==> src/logic/video_timing_pkg.sv <==
package video_timing_pkg;

    // ------------------------------------------------------------
    // Horizontal timing of the upscan converter
    // ------------------------------------------------------------

    // Width of any horizontal position or count
    localparam int XPOS_W = 10;

    // Horizontal pixel position, also the double-rate read count
    typedef logic [XPOS_W-1:0] xpos_t;

    // Active pixels, stored and shown
    localparam int LINE_PIXELS = 640;

    // Clocks per output line at double line rate
    localparam int VGA_LINE_CLKS = 684;

    // Nominal source line, two output lines long
    localparam int SRC_LINE_CLKS = 2 * VGA_LINE_CLKS;

    // ------------------------------------------------------------
    // Horizontal sync window
    // ------------------------------------------------------------

    // First count with sync active
    localparam int HSYNC_START = 648;

    // Sync width in counts
    localparam int HSYNC_LEN = 24;

    // Last count with sync active
    localparam int HSYNC_LAST = HSYNC_START + HSYNC_LEN - 1;

endpackage

==> src/logic/video_pixel_pkg.sv <==
package video_pixel_pkg;

    // ------------------------------------------------------------
    // Color widths
    // ------------------------------------------------------------

    // Color as delivered by the source and as shown
    localparam int COLOR_W = 6;

    // Color as kept in a line buffer, bit 0 dropped
    localparam int STORED_W = COLOR_W - 1;

    typedef logic [COLOR_W-1:0] color_t;
    typedef logic [STORED_W-1:0] stored_t;

    // ------------------------------------------------------------
    // Bundles
    // ------------------------------------------------------------

    // One line buffer's shared address port
    typedef struct packed {
        video_timing_pkg::xpos_t addr;
        // Write strobe, low on the read bank
        logic we;
        color_t wdata;
    } linebuf_port_t;

    // Double-rate VGA output
    typedef struct packed {
        logic hsync;
        // Display enable, active region only
        logic de;
        // Zero outside the active region
        color_t pixel;
    } vga_out_t;

endpackage

==> src/logic/vdp_linebuf.sv <==
`timescale 1ns/10ps

module vdp_linebuf (
    input  logic                          INCLOCK,
    input  video_pixel_pkg::linebuf_port_t port,
    output video_pixel_pkg::color_t        q
);

    import video_timing_pkg::*;
    import video_pixel_pkg::*;

    // One stored entry per active pixel
    stored_t mem [LINE_PIXELS];

    // Address seen on the last edge
    xpos_t addr_q;

    // ------------------------------------------------------------
    // Write and address latch
    // ------------------------------------------------------------
    always_ff @(posedge INCLOCK) begin
        if (port.we) begin
            // Upper five bits only
            mem[port.addr] <= port.wdata[COLOR_W-1:1];
        end
        addr_q <= port.addr;
    end

    // Read from the latched address, bit 0 returns as zero
    assign q = {mem[addr_q], 1'b0};

endmodule

==> config.mk <==
export PLATFORM = sky130hd
export DESIGN_NAME = vdp_linebuf
export DESIGN_NICKNAME = d
export VERILOG_FILES = /design/src/logic/video_timing_pkg.sv /design/src/logic/video_pixel_pkg.sv /design/src/logic/vdp_linebuf.sv
export SDC_FILE = /design/constraint.sdc
export NUM_CORES = 2
export LEC_CHECK = 0
export BUFFER_PORTS_ARGS = -buffer_cell sky130_fd_sc_hd__buf_2
export CORE_UTILIZATION = 40
export CTS_CLUSTER_SIZE = 14
export DETAILED_ROUTE_END_ITERATION = 8
export PLACE_DENSITY = 0.59
export SLEW_MARGIN = 20
export SYNTH_ARGS = -nofsm -noshare
export SYNTH_HDL_FRONTEND = slang
export SYNTH_SLANG_ARGS = --single-unit
==> constraint.sdc <==
create_clock -name INCLOCK -period 5.6 [get_ports INCLOCK]
set_input_delay 1.12 -clock INCLOCK [delete_from_list [all_inputs] [get_ports INCLOCK]]
set_output_delay 1.12 -clock INCLOCK [all_outputs]
set_load 0.005 [all_outputs]
# Yosys cells after proc, flatten, opt, wreduce, memory -nomap -nowiden
# Memories as Yosys holds them, arrays and structs flattened. A register that Yosys moved wholly into a read port is not among the register bits.
# Cells that the tools add are included.
[classes]
mux = 2
[ops]
columns = ["cell", "n"]
rows = [
  ["1-bit 2-to-1 mux", 2],
]
[word_totals]
ff_bits = 0
mem_bits_rw = 3200
out_inout_bits = 6
n_memories = 1
[memory_table]
columns = ["memory", "words", "width", "rd", "rd_ports_with_merged_regs", "write_ports", "line", "source"]
rows = [
  ["mem", 640, 5, 1, 1, 1, "vdp_linebuf.sv:13", "stored_t mem [LINE_PIXELS];"],
]

# Longest topological paths before layout
[logic_depth]
depth_word = 2
mapped_depth = 15
depth_no_buf = 8

# Worst setup path before layout
# OpenSTA, ideal clock, no wires.
[synth_timing]
kind = "reg-to-output"
start = "register (tool-made name)"
end = "output q[2]"
arrival_time_ns = 2.579
required_time_ns = 4.480
slack_ns = 1.901
stages_incl_launch_ff = 13
path_cell_list = "dfxtp_1 > buf_6 > buf_6 > buf_4 > buf_6 > buf_2 > mux4_2 > nand2_1 > nand2_1 > a2111oi_0 > nand2_1 > o2111ai_1 > nand3_1"
[synth_lines]
columns = ["item", "line", "source"]
rows = [
  ["end, declared", "vdp_linebuf.sv:6", "output video_pixel_pkg::color_t q"],
]

==> impl_results.md <==
* Hold buffer count at CTS at 0
* Critical Path End Type: primary output
* Crit path arrival time at 4490 ps
* DRC viols at 0
* WL met1 at 143 mm
* Hold Crit Start: port[14]
* Initial antenna violation count at 25
* I/O pins at 24
* Slew @ Worst Pin at 1150 ps
* Syn_nets at 6218
* Period Utilization, post-route at 100%
* Drt total wl at 362 mm
* Met2 routed WL at 169 mm
* TritonCTS Buffers at 331
* YS warnings at 0
* Mapped Area at 126000 um2
* Gr usage total at 22.7%
* Req. time, crit path at 4480 ps
* Dpl ws at 21.4 ps
* Total power at 50.7 mW
* Vias in the first global route at 65800
* Crit path max fanout at 23
* DR WL/cell at 33.1 um
* Final setup vio count at 1
* Crit Path Class: flip-flop to primary output
* Syn Inst Count at 6200
* Post-route ant nets at 0
* Yosys cell types at 61
* Type of the tightest min-delay check: primary input to flip-flop
* Final HPWL DP at 222 mm
* Die Wd at 562 um
* Final worst path period need at 5610 ps
* Grt total ovfl at 0
* Top flop regs: mem: 3200 flops
* DR iter-0 viols at 8798
* Initial core utilization at 40.2%
* Share of cells above drive strength 1 at 24.9%
* Largest Register: mem
* Max Cap Viol at 0
* Number of synthesized register bits at 3210
* Port-buffer cells at 21
* Vias per inst at 5.97
* Cells after DPL at 10300
* Failing checks: setup timing
* CP Launch Type: flip-flop
* Hold path cells at 1
* Final Instance Count excl. Fillers at 10900
* DR WL met3 at 35.4 mm
* # nets final at 6527
* Prevailing post-synth register cell: edfxtp_1
* Number of hold violations in the final report at 0
* CTS tree: yes
* Via count at 65200
* Max reg flops at 3200
* CTS max path bufs at 4
* Multi-input gate area at 27700 um2
* Chip height at 562 um
* Status: finished with violations
* Most common library cell in the layout ignoring fill and taps: edfxtp_1
* Syn-to-layout area delta at 14.7%
* # H-tree levels at 5
* Slew Viols, Final at 0
* VDD IR-drop max at 280 uV
* Most frequent cells in the layout: edfxtp_1, mux4_2, nor2_1
* Die area at 316000 um2
* # clock sinks at 3210
* Fin worst setup slack at -13.8 ps
* Reg clk slew, reported paths at 60 ps
* Leakage power at 44.5 nW
* Num rows at 205
* Asr flop ratio synth at 0%
* GP Congestion at 0.860
* Syn_area_per_cell at 20.3 um2
* CORE AREA at 312000 um2
* Global-route wire length before repair at 508 mm
* FF/Latch Area at 96300 um2
* Root Driver: clkbuf_16
* Pwr/cell area at 352 nW/um2
* Max Freq at 0.178 GHz
* Initial DRT Pass Iterations at 6
* Filler Cells Inserted at 25800
* EDFF count, synth at 3200
* RSZ-0062 raised after global routing: true
* Register area share after synthesis at 76.6%
* Max-Slew Margin vs Limit at 23.1%
* Top Layer Used: met5
* Largest net degree at the start of global routing at 200
-- stage by stage --
stage	utilization (%)	TNS, ps	hold slack, ps	instance area, um2
after global placement	42.4	0	1290	132000
after CTS	46.1	0	314	144000
after floorplan	-	0	1150	126000
after global routing	46.2	-3.68	354	144000
after detailed placement	42.4	0	1290	132000
final	46.2	-13.8	371	144000
-- cells in the mapped netlist, types with 28 or more instances --
library cell / number / area [um2]
buf_1: 55 / 206
a21oi_1: 70 / 350
mux2i_1: 203 / 2030
nor3_1: 50 / 250
nand3_1: 84 / 420
buf_4: 66 / 495
o221ai_1: 34 / 298
nor2_1: 703 / 2640
o21ai_0: 43 / 215
o22ai_1: 87 / 544
clkbuf_1: 182 / 683
nand2_1: 232 / 871
buf_2: 67 / 335
edfxtp_1: 3200 / 96100
a31oi_1: 28 / 175
mux4_2: 771 / 17400
a22oi_1: 74 / 556
-- power breakdown --
| group | internal (mW) | switching [mW] | leakage (nW) |
|---|---|---|---|
| clock network | 12.1 | 9.31 | 5.08 |
| logic | 0.990 | 1.78 | 10.6 |
| registers | 26.4 | 0.0230 | 28.8 |
-- cell families after synthesis --
family	Yosys count	synth area share (%)
simple gates	1175	3.89
buf+inv	402	1.62
flops	3210	76.6
compound gates	427	2.31
other cells	1	0.00298
mux	985	15.5
-- metal layers --
metal	GRT usage (%)	up-vias
li1	-	26200
met2	35.4	3433
met5	0	-
met3	4.48	675
met1	31.5	34900
met4	8.91	16
-- critical path, cell delays in order (launching register included) --
cell       delay, ps
dfxtp_4          500
buf_12           210
buf_4            210
bufbuf_16        390
mux2_2           410
o22ai_1          240
nor3_1           100
a31oi_1          230
o311ai_0         180
nor3_1           510
or4b_4           290
nand3_1           90
buf_4            200
-- path summary, 6_finish.rpt --
check	to	slack [ps]
worst max-delay path	q[2]	-10
worst min-delay path	flip-flop	370
-- cell type report --
class	instances	share of cell area, %
Antenna cell	15	0.0260
Clock buffer	416	6.06
Clock inverter	180	1.20
Inverter	6	0.0243
Multi-Input combinational cell	2588	19.2
Sequential cell	3210	66.8
Tap cell	4140	3.59
Timing Repair Buffer	372	3.02
-- repair_timing --
item,in CTS,in global routing
cloned,12,1
endpoints found under the setup margin,5,5
gates resized for setup,73,14
pin swaps,9,4
setup buffers,28,4
Note: power is estimated with default switching activity, not from simulation.
