### src/logic/video_timing_pkg.sv
package video_timing_pkg;

    // ------------------------------------------------------------
    // Horizontal timing of the upscan converter
    // ------------------------------------------------------------

    // Width of any horizontal position or count
    localparam int XPOS_W = 10;

    // Horizontal pixel position, also the double-rate read count
    typedef logic [XPOS_W-1:0] xpos_t;

    // Active pixels, stored and shown
    localparam int LINE_PIXELS = 640;

    // Clocks per output line at double line rate
    localparam int VGA_LINE_CLKS = 684;

    // Nominal source line, two output lines long
    localparam int SRC_LINE_CLKS = 2 * VGA_LINE_CLKS;

    // ------------------------------------------------------------
    // Horizontal sync window
    // ------------------------------------------------------------

    // First count with sync active
    localparam int HSYNC_START = 648;

    // Sync width in counts
    localparam int HSYNC_LEN = 24;

    // Last count with sync active
    localparam int HSYNC_LAST = HSYNC_START + HSYNC_LEN - 1;

endpackage

### src/logic/video_pixel_pkg.sv
package video_pixel_pkg;

    // ------------------------------------------------------------
    // Color widths
    // ------------------------------------------------------------

    // Color as delivered by the source and as shown
    localparam int COLOR_W = 6;

    // Color as kept in a line buffer, bit 0 dropped
    localparam int STORED_W = COLOR_W - 1;

    typedef logic [COLOR_W-1:0] color_t;
    typedef logic [STORED_W-1:0] stored_t;

    // ------------------------------------------------------------
    // Bundles
    // ------------------------------------------------------------

    // One line buffer's shared address port
    typedef struct packed {
        video_timing_pkg::xpos_t addr;
        // Write strobe, low on the read bank
        logic we;
        color_t wdata;
    } linebuf_port_t;

    // Double-rate VGA output
    typedef struct packed {
        logic hsync;
        // Display enable, active region only
        logic de;
        // Zero outside the active region
        color_t pixel;
    } vga_out_t;

endpackage

### src/logic/upscan_ctrl.sv
`timescale 1ns/10ps

module upscan_ctrl (
    input  logic                           INCLOCK,
    input  logic                           reset,
    // Source line side
    input  logic                           line_start,
    input  logic                           src_line_odd,
    input  logic                           src_we,
    input  video_timing_pkg::xpos_t        src_x,
    input  video_pixel_pkg::color_t        src_pixel,
    // Buffer read data
    input  video_pixel_pkg::color_t        buf0_q,
    input  video_pixel_pkg::color_t        buf1_q,
    // Buffer ports
    output video_pixel_pkg::linebuf_port_t buf0_port,
    output video_pixel_pkg::linebuf_port_t buf1_port,
    // Double-rate output
    output video_pixel_pkg::vga_out_t      vga
);

    import video_timing_pkg::*;
    import video_pixel_pkg::*;

    // Bank taking the current source line
    logic wr_bank;

    // Set by the first line_start after reset
    logic running;

    // Double-rate read count, two passes per source line
    xpos_t rd_cnt;

    // Output stage, aligned with the buffer's latched address
    logic de_q;
    logic hsync_q;
    logic rd_bank_q;

    // Decoded from the current count
    logic de_next;
    logic hsync_next;
    logic cnt_wrap;

    // Port contents before steering
    linebuf_port_t write_side;
    linebuf_port_t read_side;

    // Pixel from the bank being shown
    color_t rd_pixel;

    // ------------------------------------------------------------
    // Bank register and running flag
    // ------------------------------------------------------------
    always_ff @(posedge INCLOCK) begin
        if (reset) begin
            wr_bank <= 1'b0;
            running <= 1'b0;
        end else if (line_start) begin
            // Bank sampled only here
            wr_bank <= src_line_odd;
            running <= 1'b1;
        end
    end

    // ------------------------------------------------------------
    // Read counter
    // ------------------------------------------------------------
    assign cnt_wrap = (rd_cnt == xpos_t'(VGA_LINE_CLKS - 1));

    always_ff @(posedge INCLOCK) begin
        if (reset) begin
            rd_cnt <= '0;
        end else if (line_start) begin
            // Restart, even mid-line
            rd_cnt <= '0;
        end else if (running) begin
            if (cnt_wrap) begin
                // Second pass of the same line
                rd_cnt <= '0;
            end else begin
                rd_cnt <= rd_cnt + 1'b1;
            end
        end
    end

    // ------------------------------------------------------------
    // Enable and sync decode
    // ------------------------------------------------------------
    assign de_next    = (rd_cnt < xpos_t'(LINE_PIXELS));
    assign hsync_next = (rd_cnt >= xpos_t'(HSYNC_START))
                     && (rd_cnt <= xpos_t'(HSYNC_LAST));

    // Registered on the edge the buffer latches the count
    always_ff @(posedge INCLOCK) begin
        if (reset) begin
            de_q      <= 1'b0;
            hsync_q   <= 1'b0;
            rd_bank_q <= 1'b0;
        end else begin
            de_q      <= running && de_next;
            hsync_q   <= running && hsync_next;
            // Read bank is opposite the write bank
            rd_bank_q <= ~wr_bank;
        end
    end

    // ------------------------------------------------------------
    // Buffer port steering
    // ------------------------------------------------------------
    always_comb begin
        // Source writes, dropped until the first line
        write_side.addr  = src_x;
        write_side.we    = src_we && running;
        write_side.wdata = src_pixel;

        // Read side never writes
        read_side.addr  = rd_cnt;
        read_side.we    = 1'b0;
        read_side.wdata = '0;

        if (wr_bank) begin
            buf0_port = read_side;
            buf1_port = write_side;
        end else begin
            buf0_port = write_side;
            buf1_port = read_side;
        end
    end

    // ------------------------------------------------------------
    // Output select and blanking
    // ------------------------------------------------------------
    assign rd_pixel = rd_bank_q ? buf1_q : buf0_q;

    always_comb begin
        vga.hsync = hsync_q;
        vga.de    = de_q;
        // Zero outside the active region
        vga.pixel = de_q ? rd_pixel : '0;
    end

endmodule

### config.mk
export PLATFORM = sky130hd
export DESIGN_NAME = upscan_ctrl
export DESIGN_NICKNAME = d
export VERILOG_FILES = /design/src/logic/video_timing_pkg.sv /design/src/logic/video_pixel_pkg.sv /design/src/logic/upscan_ctrl.sv
export SDC_FILE = /design/constraint.sdc
export NUM_CORES = 1
export LEC_CHECK = 0
export ABC_AREA = 1
export BUFFER_PORTS_ARGS = -buffer_cell sky130_fd_sc_hd__buf_4
export CORE_MARGIN = 3
export CORE_UTILIZATION = 30
export CTS_CLUSTER_SIZE = 10
export DETAILED_ROUTE_END_ITERATION = 8
export SYNTH_ARGS = -nofsm -noshare
export SYNTH_HDL_FRONTEND = slang
export SYNTH_SLANG_ARGS = --single-unit
export TNS_END_PERCENT = 1
### constraint.sdc
create_clock -name INCLOCK -period 2.4 [get_ports INCLOCK]
set_input_delay 0.36 -clock INCLOCK [delete_from_list [all_inputs] [get_ports INCLOCK]]
set_output_delay 0.36 -clock INCLOCK [all_outputs]
set_load 0.02 [all_outputs]
# Yosys cells after proc, flatten, opt, wreduce, memory -nomap -nowiden
# Cells that the tools add are included.
[word_totals]
latchBits = 0
ff_bits = 15
ram_bits = 0
in_bits = 33
romBits = 0
mem_count = 0
[classes]
muxes = 5
n_shift = 0
n_eq_ne = 1
bitwise_logic = 1
add_sub_neg = 1
n_lt_le_gt_ge = 3
div = 0
reduce_logical = 5
n_mul = 0
[ops]
columns = ["cell", "n"]
rows = [
  ["$mux 17", 2],
  ["$mux 6", 2],
  ["$add 10x1->10 const B", 1],
  ["$eq 10x10->1 const B", 1],
  ["$ge 10x10->1 const B", 1],
  ["$le 10x10->1 const B", 1],
  ["$lt 10x10->1 const B", 1],
  ["$mux 10", 1],
  ["$logic_and 1x1->1", 4],
  ["$reduce_or 2->1", 1],
  ["$not 1->1", 1],
]

# Depth between registers and ports, before layout
[logic_depth]
depth_word = 3
depth_mapped = 7

# Least setup slack after synthesis
# No wires, ideal clock.
[synth_path]
path_type = "register to output"
start = "register wr_bank"
end = "output port buf0_port[10] (netlist name)"
arrival_ns = 1.135
path_slack_ns = 0.905
required_time_ns = 2.040
path_stages_with_launch = 5
path_cell_list = "dfxtp_1 -> buf_2 -> inv_1 -> buf_2 -> o21ai_0"
[synth_lines]
columns = ["item", "line", "text"]
rows = [
  ["from (decl)", "upscan_ctrl.sv:26", "logic wr_bank;"],
  ["from (signal assigned)", "upscan_ctrl.sv:60", "wr_bank <= src_line_odd;"],
  ["to (decl)", "upscan_ctrl.sv:16", "output video_pixel_pkg::linebuf_port_t buf0_port,"],
]

==> results.py <==
metrics = {
    "outcome": {
        "status": "completed",
    },
    "cts": {
        "ctsLongestPathBuffers": 2,
        "postCtsHoldBufs": 0,
        "cts_tree": "done",
        "cts_setup_buffers": 0,
        "ctsResizeCount": 0,
        "htreeDepth": 1,
        "clockRootBuffer": "clkbuf_8",
        "cts_buffers": 3,
        "insertion_delay_ns": 0.25,
        "clkSlewWorstSetupHoldPaths_ns": 0.06,
        "clock-sinks": 15,
    },
    "critical_path": {
        "critPathRequiredTime_ns": 2.04,
        "start_kind": "register",
        "crit_type": "register to output port",
        "end_kind": "output port",
        "cp_max_fo": 22,
        "cp.arrival_ns": 1.35,
    },
    "layout": {
        "n_antenna_cell": 0,
        "drive_gt1_frac": 0.354,
        "utilization": 0.503,
        "syn2layout_area_growth_pct": 54.4,
        "nets": 298,
        "nFillCells": 370,
    },
    "synthesis": {
        "synthMuxAreaShare": 0,
        "ys_seq_area_frac": 0.266,
        "synth.top_cell.area_share": 0.266,
        "synth-simple-area-share": 0.423,
        "syn_area_um2": 1130,
        "synth-compound-area-share": 0.151,
        "yosys.area_share.adder": 0.0111,
        "synth_seq_cells": 15,
        "synth_xor_xnor_area_share": 0.00775,
        "ys_top_cells_by_area": "dfxtp_1, nand2_1, o21ai_0, nor2_1, inv_1",
        "avgSynthCellArea_um2": 5.85,
        "yosys.area.top_type": "dfxtp_1",
        "netlist_instances": 193,
        "ys_types": 22,
        "synth_top_family_by_area": "simple AND/OR/NAND/NOR gates",
        "synthesis.nets": 227,
        "yosys_warnings": 0,
    },
    "floorplan": {
        "die_w_um": 67.4,
        "die_area_um2": 4540,
        "num_rows": 21,
        "coreArea_um2": 3470,
        "die_y_um": 67.4,
        "start_util": 0.326,
        "io_pins": 75,
    },
    "sta": {
        "post-route-period-util": 0.714,
        "tightest_slew_ns": 0.552,
        "hold_violations": 0,
        "grt_setup_unrepaired": "false",
        "slew_viol_final": 0,
        "clock_skew_ns": 0.00695,
        "fmax_mhz": 584,
        "final.min_clock_period_ns": 1.71,
        "tns_ns": 0,
        "relSlewSlack": 0.632,
        "finalSetupViolations": 0,
    },
    "route": {
        "first_pass_iters": 4,
        "wl_per_cell_um": 10.8,
        "drt_iter0_drc": 26,
        "route.detailed.drc": 0,
        "finalWirelength_mm": 3.33,
        "vias_per_cell": 4.41,
        "vias": 1363,
        "ant_nets": 0,
    },
    "global_route": {
        "grt_pass1_wl_mm": 5.48,
        "grt_max_degree": 35,
        "overflow": 0,
        "track_usage": 0.156,
        "antenna_found_initial": 0,
        "grt_pass1_vias": 1214,
    },
    "pwr": {
        "max-vdd-ir-drop_mv": 0.360,
        "power_density_nw_per_um2": 403,
        "p_leak_nw": 0.905,
    },
    "worst_hold_path": {
        "hold_path_class": "input port to register",
    },
    "placed_design": {
        "globalplace.congestion": 0.806,
        "hpwl_mm": 2.68,
        "io_buffers": 74,
    },
    "flow_run": {
        "max-cap-violations": 0,
    },
}
## final timing paths
check | start | end | slack (ns) | depth (start not counted)
setup / recovery | wr_bank | buf0_port[11] | 0.69 | 4
hold / removal | reset | rd_bank_q | 0.33 | 2
setup reg to reg | rd_cnt[0] | rd_cnt[3] | 1.10 | 6
hold reg to reg | rd_cnt[7] | hsync_q | 0.50 | 2
## state kept, by name, summed over array words and instances, names as in the netlist
name and count:
de_q 1, rd_cnt 10, running 1, hsync_q 1, wr_bank 1, rd_bank_q 1
## critical path, cell delays in order (launching register included)
cell,delay [ns]
dfxtp_1,0.30
inv_1,0.41
nand2_1,0.09
o21ai_0,0.12
buf_4,0.18
## cells by family after synthesis
group                      count (synthesis)
AOI/OAI and AO/OA                         34
xor gates and xnor gates                   1
adders and majority gates                  1
buffers and inverters                     38
DFF                                       15
and+or+nand+nor                          104
## layer usage
| layer | track usage | vias to the layer above | wire [um] |
|---|---|---|---|
| met1 | 0.200 | 567 | 1470 |
| met4 | 0.0532 | 0 | 43 |
| met3 | 0.0516 | 5 | 381 |
| met2 | 0.245 | 50 | 1430 |
| li1 | - | 741 | - |
| met5 | 0 | - | 0 |
## cells in the final DEF, fill, tap and decap left out
master and n:
nor2_8 1, nand2_1 48, inv_2 3, xor2_1 1
buf_4 75, nor3_2 2, o21ai_0 29, clkbuf_8 3
nor2_1 31, nand2_2 1, nor2_2 4, nand3_1 7
clkbuf_1 1, dfxtp_1 15, nand2_4 1, nor3_1 4
nand4_1 2, a21oi_1 5, nand3_2 2, nor2_4 1
inv_1 26, ha_1 1
## synth_stat cells
cell,n
nor2_8,1
buf_2,5
nand3_1,7
nand4_1,2
nand3_2,2
xor2_1,1
inv_2,3
a21oi_1,5
inv_1,26
nor3_2,2
nor2_4,1
nor2_1,31
nor3_1,4
nand2_1,48
nand2_4,1
nand2_2,1
o21ai_0,29
ha_1,1
buf_4,3
nor2_2,4
dfxtp_1,15
clkbuf_1,1
## stage by stage
step	hold WS [ns]	power [mW]	cell area [um2]	cells	worst slack, ns
final	0.331	0.703	1740	309	0.687
after global routing	0.338	0.745	1740	309	0.480
after CTS	0.328	0.712	1740	309	0.663
after detailed placement	0.488	0.502	1700	305	0.948
after global placement	0.489	0.501	1700	305	0.966
after floorplan	0.427	0.387	1130	193	0.905
## power by group
group	leakage [nW]	internal [mW]	switching, mW
Combinational	0.760	0.103	0.125
Clock	0.0228	0.118	0.0918
Sequential	0.122	0.256	0.00983
Total	0.905	0.477	0.226
## area by class of cell
cell class,count,area [um2],area share
multi-input cells,140,669,0.384
clock buffers,4,45.0,0.0258
flip-flops and latches,15,300,0.172
inverters,29,109,0.0624
repair buffers,75,563,0.323
well taps,46,57.6,0.0330
Note: power is estimated with default switching activity, not from simulation.
